==> src/hw/rab_pkg.sv <==
package rab_pkg;

  // ------------------------------------------------------------------------
  // Miss record reported by a slave port
  // ------------------------------------------------------------------------

  // Direction of the access that missed in the remapping table
  typedef enum logic {
    RAB_READ  = 1'b0,
    RAB_WRITE = 1'b1
  } rab_access_e;

  // One translation miss, 39 bits
  typedef struct packed {
    logic [31:0] addr;
    logic [5:0]  id;
    rab_access_e access;
  } rab_miss_t;

  // ------------------------------------------------------------------------
  // Log storage
  // ------------------------------------------------------------------------

  // Entry in the shared log, the record plus the port it came from
  typedef struct packed {
    rab_miss_t miss;
    logic      port;
  } rab_log_entry_t;

  // Port that currently wins a tie in the arbiter
  typedef enum logic {
    PRIO_PORT0 = 1'b0,
    PRIO_PORT1 = 1'b1
  } rab_arb_prio_e;

  // Two ports only, the port field of a log entry is a single bit
  localparam int RAB_N_PORTS = 2;

  // RAM word widths for the buffers and the log
  localparam int RAB_MISS_BITS  = $bits(rab_miss_t);
  localparam int RAB_ENTRY_BITS = $bits(rab_log_entry_t);

endpackage

==> src/hw/rab_ram.sv <==
`timescale 1ns/100ps

module rab_ram
  #(
    parameter int ADDR_WIDTH = 4,
    parameter int DATA_WIDTH = 32
  )
  (
    input  logic                  clk,
    input  logic                  we,
    input  logic [ADDR_WIDTH-1:0] waddr,
    input  logic [DATA_WIDTH-1:0] wdata,
    input  logic [ADDR_WIDTH-1:0] raddr,
    output logic [DATA_WIDTH-1:0] rdata
  );

  // Storage array, no reset on payload
  logic [DATA_WIDTH-1:0] mem [2**ADDR_WIDTH];

  // Write port
  always_ff @(posedge clk)
  begin
    if (we)
    begin
      mem[waddr] <= wdata;
    end
  end

  // Registered read port, one cycle of latency
  // On a same-address collision the new word is forwarded,
  // so a FIFO head written into an empty buffer shows up at once
  always_ff @(posedge clk)
  begin
    if (we && (waddr == raddr))
    begin
      rdata <= wdata;
    end
    else
    begin
      rdata <= mem[raddr];
    end
  end

endmodule

==> src/hw/axi_buffer_rab_bram.sv <==
`timescale 1ns/100ps

module axi_buffer_rab_bram
  #(
    parameter int BUFFER_DEPTH     = 8,
    parameter int LOG_BUFFER_DEPTH = 3
  )
  (
    input  logic                clk,
    input  logic                rstn,

    // Upstream side, from the slave port
    input  rab_pkg::rab_miss_t  data_in,
    input  logic                valid_in,
    output logic                ready_out,

    // Downstream side, towards the arbiter
    output rab_pkg::rab_miss_t  data_out,
    output logic                valid_out,
    input  logic                ready_in,

    // Level flush, empties the buffer while high
    input  logic                flush_entries
  );

  import rab_pkg::*;

  // ------------------------------------------------------------------------
  // Pointers and fill level
  // ------------------------------------------------------------------------

  // Next slot to write
  logic [LOG_BUFFER_DEPTH-1:0] pointer_in;
  // Current head of the FIFO
  logic [LOG_BUFFER_DEPTH-1:0] pointer_out;
  // Wrapped successors of both pointers
  logic [LOG_BUFFER_DEPTH-1:0] pointer_in_next;
  logic [LOG_BUFFER_DEPTH-1:0] pointer_out_next;
  // Read address applied to the RAM, one ahead on a pop
  logic [LOG_BUFFER_DEPTH-1:0] pointer_out_bram;
  // Number of stored records, one bit wider to hold BUFFER_DEPTH
  logic [LOG_BUFFER_DEPTH:0]   elements;

  logic full;
  logic push;
  logic pop;

  assign full = (elements == BUFFER_DEPTH);

  // Write only into a free slot, never while flushing
  assign push = valid_in && !full && !flush_entries;
  // Head leaves when the arbiter takes it
  assign pop  = valid_out && ready_in;

  // Handshake outputs
  assign valid_out = (elements != '0);
  assign ready_out = !full && !flush_entries;

  // Pointer wrap at BUFFER_DEPTH, which need not be a power of two
  assign pointer_in_next  = (pointer_in == LOG_BUFFER_DEPTH'(BUFFER_DEPTH - 1)) ?
                            '0 : pointer_in + 1'b1;
  assign pointer_out_next = (pointer_out == LOG_BUFFER_DEPTH'(BUFFER_DEPTH - 1)) ?
                            '0 : pointer_out + 1'b1;

  // ------------------------------------------------------------------------
  // Fill level, flush wins over any push or pop
  // ------------------------------------------------------------------------
  always_ff @(posedge clk)
  begin
    if (!rstn)
    begin
      elements <= '0;
    end
    else if (flush_entries)
    begin
      elements <= '0;
    end
    else if (push && !pop)
    begin
      elements <= elements + 1'b1;
    end
    else if (pop && !push)
    begin
      elements <= elements - 1'b1;
    end
    // Push and pop together, level unchanged
  end

  // ------------------------------------------------------------------------
  // Pointer update
  // ------------------------------------------------------------------------
  always_ff @(posedge clk)
  begin
    if (!rstn)
    begin
      pointer_in  <= '0;
      pointer_out <= '0;
    end
    else if (flush_entries)
    begin
      pointer_in  <= '0;
      pointer_out <= '0;
    end
    else
    begin
      if (push)
      begin
        pointer_in <= pointer_in_next;
      end
      if (pop)
      begin
        pointer_out <= pointer_out_next;
      end
    end
  end

  // RAM reads one cycle late, so address the next head during a pop
  // to keep the first word falling through
  assign pointer_out_bram = pop ? pointer_out_next : pointer_out;

  rab_ram #(
    .ADDR_WIDTH ( LOG_BUFFER_DEPTH ),
    .DATA_WIDTH ( RAB_MISS_BITS    )
  ) ram_i (
    .clk   ( clk              ),
    .we    ( push             ),
    .waddr ( pointer_in       ),
    .wdata ( data_in          ),
    .raddr ( pointer_out_bram ),
    .rdata ( data_out         )
  );

endmodule

==> src/hw/rab_miss_arbiter.sv <==
`timescale 1ns/100ps

module rab_miss_arbiter
  (
    input  logic                                         clk,
    input  logic                                         rstn,

    // Port buffers
    input  logic               [rab_pkg::RAB_N_PORTS-1:0] buf_valid,
    input  rab_pkg::rab_miss_t [rab_pkg::RAB_N_PORTS-1:0] buf_data,
    output logic               [rab_pkg::RAB_N_PORTS-1:0] buf_ready,

    // Granted record towards the logger
    output logic                                         grant_valid,
    output rab_pkg::rab_miss_t                           grant_miss,
    output logic                                         grant_port,
    input  logic                                         grant_ready
  );

  import rab_pkg::*;

  // Port holding priority this cycle
  rab_arb_prio_e prio_q;

  // Preferred port as an index
  logic pref;
  // Winning port
  logic win;
  // Completed transfer to the logger
  logic xfer;

  assign pref = (prio_q == PRIO_PORT1);

  // ------------------------------------------------------------------------
  // Combinational grant
  // ------------------------------------------------------------------------

  // Priority port wins if valid, otherwise the other one
  always_comb
  begin
    if (buf_valid[pref])
    begin
      win = pref;
    end
    else
    begin
      win = ~pref;
    end
  end

  assign grant_valid = |buf_valid;
  assign grant_miss  = buf_data[win];
  assign grant_port  = win;
  assign xfer        = grant_valid && grant_ready;

  // Ready reaches the winning buffer only
  always_comb
  begin
    buf_ready      = '0;
    buf_ready[win] = grant_ready;
  end

  // ------------------------------------------------------------------------
  // Priority state
  // ------------------------------------------------------------------------
  always_ff @(posedge clk)
  begin
    if (!rstn)
    begin
      prio_q <= PRIO_PORT0;
    end
    else if (xfer)
    begin
      // Hand priority to the port that lost
      prio_q <= win ? PRIO_PORT0 : PRIO_PORT1;
    end
    else if (grant_valid)
    begin
      // Stalled grant keeps its port so the offered record stays put
      prio_q <= win ? PRIO_PORT1 : PRIO_PORT0;
    end
  end

endmodule

==> src/hw/rab_miss_logger.sv <==
`timescale 1ns/100ps

module rab_miss_logger
  #(
    parameter int LOG_DEPTH      = 16,
    parameter int LOG_ADDR_WIDTH = 4
  )
  (
    input  logic                        clk,
    input  logic                        rstn,

    // Granted record from the arbiter
    input  logic                        grant_valid,
    input  rab_pkg::rab_miss_t          grant_miss,
    input  logic                        grant_port,
    output logic                        grant_ready,

    // Host side
    input  logic                        log_clear,
    input  logic [LOG_ADDR_WIDTH-1:0]   rd_addr,
    output rab_pkg::rab_log_entry_t     rd_data,
    output logic [LOG_ADDR_WIDTH:0]     log_count,
    output logic                        log_full
  );

  import rab_pkg::*;

  // Entry assembled from the granted record
  rab_log_entry_t wr_entry;
  // Log write strobe
  logic           log_we;

  // ------------------------------------------------------------------------
  // Flow control
  // ------------------------------------------------------------------------

  assign log_full = (log_count == LOG_DEPTH);

  // Not ready while full
  // A clear cycle also refuses data, since its write would be dropped
  assign grant_ready = !log_full && !log_clear;

  // Write on the handshake edge
  assign log_we = grant_valid && grant_ready;

  // Tag the record with its source port
  always_comb
  begin
    wr_entry.miss = grant_miss;
    wr_entry.port = grant_port;
  end

  // ------------------------------------------------------------------------
  // Entry counter
  // ------------------------------------------------------------------------
  always_ff @(posedge clk)
  begin
    if (!rstn)
    begin
      log_count <= '0;
    end
    else if (log_clear)
    begin
      log_count <= '0;
    end
    else if (log_we)
    begin
      log_count <= log_count + 1'b1;
    end
  end

  // ------------------------------------------------------------------------
  // Log memory
  // ------------------------------------------------------------------------

  // Next free slot is the low part of the count
  // Host read port returns data one cycle after rd_addr
  rab_ram #(
    .ADDR_WIDTH ( LOG_ADDR_WIDTH ),
    .DATA_WIDTH ( RAB_ENTRY_BITS )
  ) log_ram_i (
    .clk   ( clk                            ),
    .we    ( log_we                         ),
    .waddr ( log_count[LOG_ADDR_WIDTH-1:0]  ),
    .wdata ( wr_entry                       ),
    .raddr ( rd_addr                        ),
    .rdata ( rd_data                        )
  );

endmodule

==> src/hw/rab_miss_log_top.sv <==
`timescale 1ns/100ps

module rab_miss_log_top
  #(
    parameter int BUFFER_DEPTH     = 8,
    parameter int LOG_BUFFER_DEPTH = 3,
    parameter int LOG_DEPTH        = 16,
    parameter int LOG_ADDR_WIDTH   = 4
  )
  (
    input  logic                                         clk,
    input  logic                                         rstn,

    // Miss reports from the slave ports
    input  logic               [rab_pkg::RAB_N_PORTS-1:0] miss_valid,
    input  rab_pkg::rab_miss_t [rab_pkg::RAB_N_PORTS-1:0] miss,
    output logic               [rab_pkg::RAB_N_PORTS-1:0] miss_ready,

    // Control
    input  logic                                         flush_entries,
    input  logic                                         log_clear,

    // Host read back
    input  logic               [LOG_ADDR_WIDTH-1:0]       rd_addr,
    output rab_pkg::rab_log_entry_t                      rd_data,
    output logic               [LOG_ADDR_WIDTH:0]         log_count,
    output logic                                         log_full
  );

  import rab_pkg::*;

  // Buffer outputs towards the arbiter
  logic      [RAB_N_PORTS-1:0] buf_valid;
  rab_miss_t [RAB_N_PORTS-1:0] buf_data;
  logic      [RAB_N_PORTS-1:0] buf_ready;

  // Arbiter to logger
  logic      grant_valid;
  rab_miss_t grant_miss;
  logic      grant_port;
  logic      grant_ready;

  // ------------------------------------------------------------------------
  // One FWFT buffer per slave port
  // ------------------------------------------------------------------------
  for (genvar p = 0; p < RAB_N_PORTS; p++)
  begin : gen_port
    axi_buffer_rab_bram #(
      .BUFFER_DEPTH     ( BUFFER_DEPTH     ),
      .LOG_BUFFER_DEPTH ( LOG_BUFFER_DEPTH )
    ) buffer_i (
      .clk           ( clk           ),
      .rstn          ( rstn          ),
      .data_in       ( miss[p]       ),
      .valid_in      ( miss_valid[p] ),
      .ready_out     ( miss_ready[p] ),
      .data_out      ( buf_data[p]   ),
      .valid_out     ( buf_valid[p]  ),
      .ready_in      ( buf_ready[p]  ),
      .flush_entries ( flush_entries )
    );
  end

  // Round-robin share of the log
  rab_miss_arbiter arbiter_i (
    .clk         ( clk         ),
    .rstn        ( rstn        ),
    .buf_valid   ( buf_valid   ),
    .buf_data    ( buf_data    ),
    .buf_ready   ( buf_ready   ),
    .grant_valid ( grant_valid ),
    .grant_miss  ( grant_miss  ),
    .grant_port  ( grant_port  ),
    .grant_ready ( grant_ready )
  );

  // Shared miss log
  rab_miss_logger #(
    .LOG_DEPTH      ( LOG_DEPTH      ),
    .LOG_ADDR_WIDTH ( LOG_ADDR_WIDTH )
  ) logger_i (
    .clk         ( clk         ),
    .rstn        ( rstn        ),
    .grant_valid ( grant_valid ),
    .grant_miss  ( grant_miss  ),
    .grant_port  ( grant_port  ),
    .grant_ready ( grant_ready ),
    .log_clear   ( log_clear   ),
    .rd_addr     ( rd_addr     ),
    .rd_data     ( rd_data     ),
    .log_count   ( log_count   ),
    .log_full    ( log_full    )
  );

endmodule

==> config.mk <==
export PLATFORM = sky130hd
export DESIGN_NAME = rab_miss_log_top
export DESIGN_NICKNAME = d
export VERILOG_FILES = /design/src/hw/rab_pkg.sv /design/src/hw/rab_ram.sv /design/src/hw/axi_buffer_rab_bram.sv /design/src/hw/rab_miss_arbiter.sv /design/src/hw/rab_miss_logger.sv /design/src/hw/rab_miss_log_top.sv
export SDC_FILE = /design/constraint.sdc
export NUM_CORES = 1
export LEC_CHECK = 0
export BUFFER_PORTS_ARGS = -buffer_cell sky130_fd_sc_hd__buf_2
export CAP_MARGIN = 20
export CORE_ASPECT_RATIO = 1.4
export CORE_MARGIN = 3
export CORE_UTILIZATION = 35
export DETAILED_ROUTE_END_ITERATION = 8
export PLACE_DENSITY = 0.6
export RECOVER_POWER = 100
export REMOVE_ABC_BUFFERS = 1
export SLEW_MARGIN = 20
export SYNTH_ARGS = -nofsm -noshare
export SYNTH_HDL_FRONTEND = slang
export SYNTH_SLANG_ARGS = --single-unit
==> constraint.sdc <==
create_clock -name clk -period 10.15 [get_ports clk]
set_input_delay 1.015 -clock clk [delete_from_list [all_inputs] [get_ports clk]]
set_output_delay 1.015 -clock clk [all_outputs]
set_load 0.02 [all_outputs]
==> impl_metrics.json <==
{
  "run_status": "complete, but fails checks",
  "violations": "max-capacitance violations, max-slew violations",
  "worst_ep_arrival_time_ns": 5.61,
  "intPower_mw": 9.13,
  "timing.final.setup_violations": 0,
  "clock_network_power_share_pct": 36.8,
  "cts_num_sinks": 1300,
  "numPlacedInstances": 4069,
  "max_cap_violations": 35,
  "layout_worst_path_cycle_share_pct": 65.3,
  "grt_pass1_vias": 24300,
  "total_negative_slack_ns": 0,
  "global_route_overflow": 0,
  "p_leak_nw": 16.8,
  "mean_number_of_vias_per_cell": 5.24,
  "critical-path-top-delay-family": "flip-flops",
  "initial_core_util_pct": 35.4,
  "synth_async_sr_flop_share_pct": 0,
  "hold_viol": 0,
  "ys_seq_area_share_pct": 78.2,
  "antenna_found_initial": 46,
  "synthCells": 2200,
  "post-place-ws_ns": 5.36,
  "cpMaxStageDelayCell": "sky130_fd_sc_hd__dfxtp_1",
  "cts_tree": "done",
  "area_delta_synth_final_pct": 13.1,
  "post_cts.repair.setup_buffers": 0,
  "highest_net_fanout_along_the_worst_path": 48,
  "design.core.area_um2": 140000,
  "peakVddDrop_v": 0.000136,
  "dieHeight_um": 451,
  "share_comb_of_total_power_pct": 9.1,
  "post-route-cell-area_um2": 55900,
  "die_x_um": 324,
  "die_area_um2": 146000,
  "worstSkewPairLatency_ns": 0.72,
  "layout.core_utilization_pct": 40.0,
  "rsz_0062_raised_after_global_routing": "false",
  "dr.first_iter.drc_count": 1601,
  "syn_warnings": 0,
  "synth_enable_flop_cells": 1264,
  "max_slew_margin_pct": -165,
  "globalplace.congestion": 0.704,
  "min_period_ns": 6.62,
  "htree_num_levels": 3,
  "cts_repair_resize_count": 0,
  "placementRows": 162,
  "power_mw": 11.8,
  "drt_pre_antenna_iters": 5,
  "rrSetupSlack_ns": 4.46,
  "wire_per_inst_um": 25.7,
  "place_hpwl_mm": 61.3,
  "hp-class": "in -> reg",
  "required_ns": 9.14,
  "route.vias.total": 22500,
  "critical_path.most_common_cell": "sky130_fd_sc_hd__buf_4",
  "chain_of_cells_forming_the_critical_path": "buf_4 > buf_4 > mux4_2 > a22oi_1 > nand2_1 > clkbuf_1",
  "yosys_register_bits": 1300,
  "syn-mean-instance-area_um2": 22.5,
  "seq_power_share_pct": 54.1,
  "global_routing_usage_summed_across_all_routing_layers_pct": 15.2,
  "final_antenna_net_count": 0,
  "yosysUniqueCellTypes": 41,
  "maximum_clock_insertion_buffer_count": 3,
  "ctsRootBufferMaster": "sky130_fd_sc_hd__clkbuf_16",
  "max_freq_mhz": 151,
  "floorplan.io_pins": 136,
  "cts_hold_repair.buffers": 0,
  "timing.setup.critical_path_class": "reg -> out",
  "synth-main-ff-cell": "sky130_fd_sc_hd__edfxtp_1",
  "cp-end-kind": "primary output",
  "final.hold.worst_slack_ns": 0.385,
  "power.share.switching_pct": 22.7,
  "switching_power_mw": 2.68,
  "power.density_cell_area_nw_per_um2": 211,
  "slowest_delay_ns": 1.89,
  "io_buffer_count": 135,
  "cp_num_buf_inv": 3,
  "clock_skew_ns": 0.0327,
  "final.setup.worst_slack_ns": 3.53,
  "number_of_clock_buffers_inserted_by_tritoncts": 112,
  "tightest_slew_ns": 3.98,
  "clk_pin_slew_worst_paths_ns": 0.08,
  "finalMaxSlewViolations": 1356,
  "fin_nets": 2488,
  "grt_start_max_net_pins": 71,
  "placedInstanceArea_um2": 52500,
  "cp-start-kind": "register",
  "first_pass_grt_wire_length_mm": 162,
  "layout.cells.non_filler": 4305,
  "detail_route.drc_violations": 0,
  "synthesis.area_um2": 49400,
  "drt-total-wl_mm": 110,
  "drive_gt1_share_pct": 22.1
}
flip-flops by register name (all words and copies together) (netlist names), named ones only:
signal	count
logger_i.log_ram_i.mem	640
gen_port.buffer_i.ram_i.mem	624
logger_i.log_count	5
gen_port.buffer_i.pointer_out	6
arbiter_i.pref	1
gen_port.buffer_i.elements	8
gen_port.buffer_i.pointer_in	6
final cells by class:
cell class,count,area [um^2]
clock buffers,139,2950
clock inverters,71,797
fillers,12100,83700
flip-flops and latches,1300,38700
multi-input cells,768,10300
well taps,1804,2260
inverters,13,48.8
repair buffers,185,790
diodes,25,62.6
final timing paths:
kind                                                     startpoint                             endpoint  cells past startpoint
worst max-delay path                                       register                          rd_data[32]                      6
worst min-delay path                                     rd_addr[3]                             register                      1
worst max register to register                logger_i.log_count[0]         logger_i.log_ram_i.mem[8][9]                      8
worst min register to register  gen_port[1].buffer_i.pointer_out[2]  gen_port[1].buffer_i.pointer_out[2]                      2
Yosys cell counts, types with 7 or more instances:
cell type	instances	area share (%)
sky130_fd_sc_hd__nor2b_1	44	0.56
sky130_fd_sc_hd__buf_2	31	0.31
sky130_fd_sc_hd__clkbuf_1	72	0.55
sky130_fd_sc_hd__a21oi_1	50	0.51
sky130_fd_sc_hd__mux2_2	7	0.16
sky130_fd_sc_hd__edfxtp_1	1264	77
sky130_fd_sc_hd__ha_1	18	0.46
sky130_fd_sc_hd__a22oi_1	80	1.2
sky130_fd_sc_hd__nor2_1	44	0.33
sky130_fd_sc_hd__inv_1	11	0.084
sky130_fd_sc_hd__mux2i_1	50	1.0
sky130_fd_sc_hd__mux4_2	316	14
sky130_fd_sc_hd__nor3_1	14	0.14
sky130_fd_sc_hd__dfxtp_1	36	1.5
sky130_fd_sc_hd__a211oi_1	42	0.64
sky130_fd_sc_hd__nand2_1	58	0.44
sky130_fd_sc_hd__buf_1	13	0.099
power groups by stage:
stage / combinational [mW] / clock (mW) / sequential [mW]
final: 1.07 / 4.35 / 6.39
after global placement: 1.04 / 0 / 6.49
after detailed placement: 1.10 / 0 / 6.50
after floorplan: 0.665 / 0 / 6.55
after CTS: 1.10 / 4.46 / 6.38
after global routing: 1.18 / 4.67 / 6.40
layer usage:
| layer | global-route usage (%) | share of wire [%] |
|---|---|---|
| met2 | 27.7 | 53 |
| met5 | 0 | 0.14 |
| met4 | 4.43 | 2.3 |
| met3 | 3.42 | 6.3 |
| met1 | 17.9 | 38 |
cell families after synthesis:
logic type / synth area share [%]
flops: 78.2
mux: 15.6
simple gates: 1.81
compound gates: 2.60
buf+inv: 1.11
fa+ha+maj: 0.537
xor+xnor: 0.124
worst register-to-register path: stages, from the launching register on:
cell,delay (ns)
sky130_fd_sc_hd__dfxtp_1,0.44
sky130_fd_sc_hd__inv_1,0.10
sky130_fd_sc_hd__ha_1,0.21
sky130_fd_sc_hd__or4bb_1,0.23
sky130_fd_sc_hd__inv_1,0.11
sky130_fd_sc_hd__a211oi_1,0.74
sky130_fd_sc_hd__nand2_1,0.42
sky130_fd_sc_hd__nor2_4,0.16
sky130_fd_sc_hd__clkbuf_1,2.73
layout by cell type (no fill, tap or decap), drive strengths merged, types with 7 or more instances in the layout:
cell / instances
a211oi: 43
a21oi: 50
a22oi: 80
buf: 28
bufinv: 16
clkbuf: 296
clkinv: 48
dfxtp: 36
diode: 25
edfxtp: 1264
ha: 18
inv: 16
mux2: 7
mux2i: 50
mux4: 316
nand2: 58
nor2: 44
nor2b: 44
nor3: 14
No activity file was read; power rests on OpenSTA's default activity.
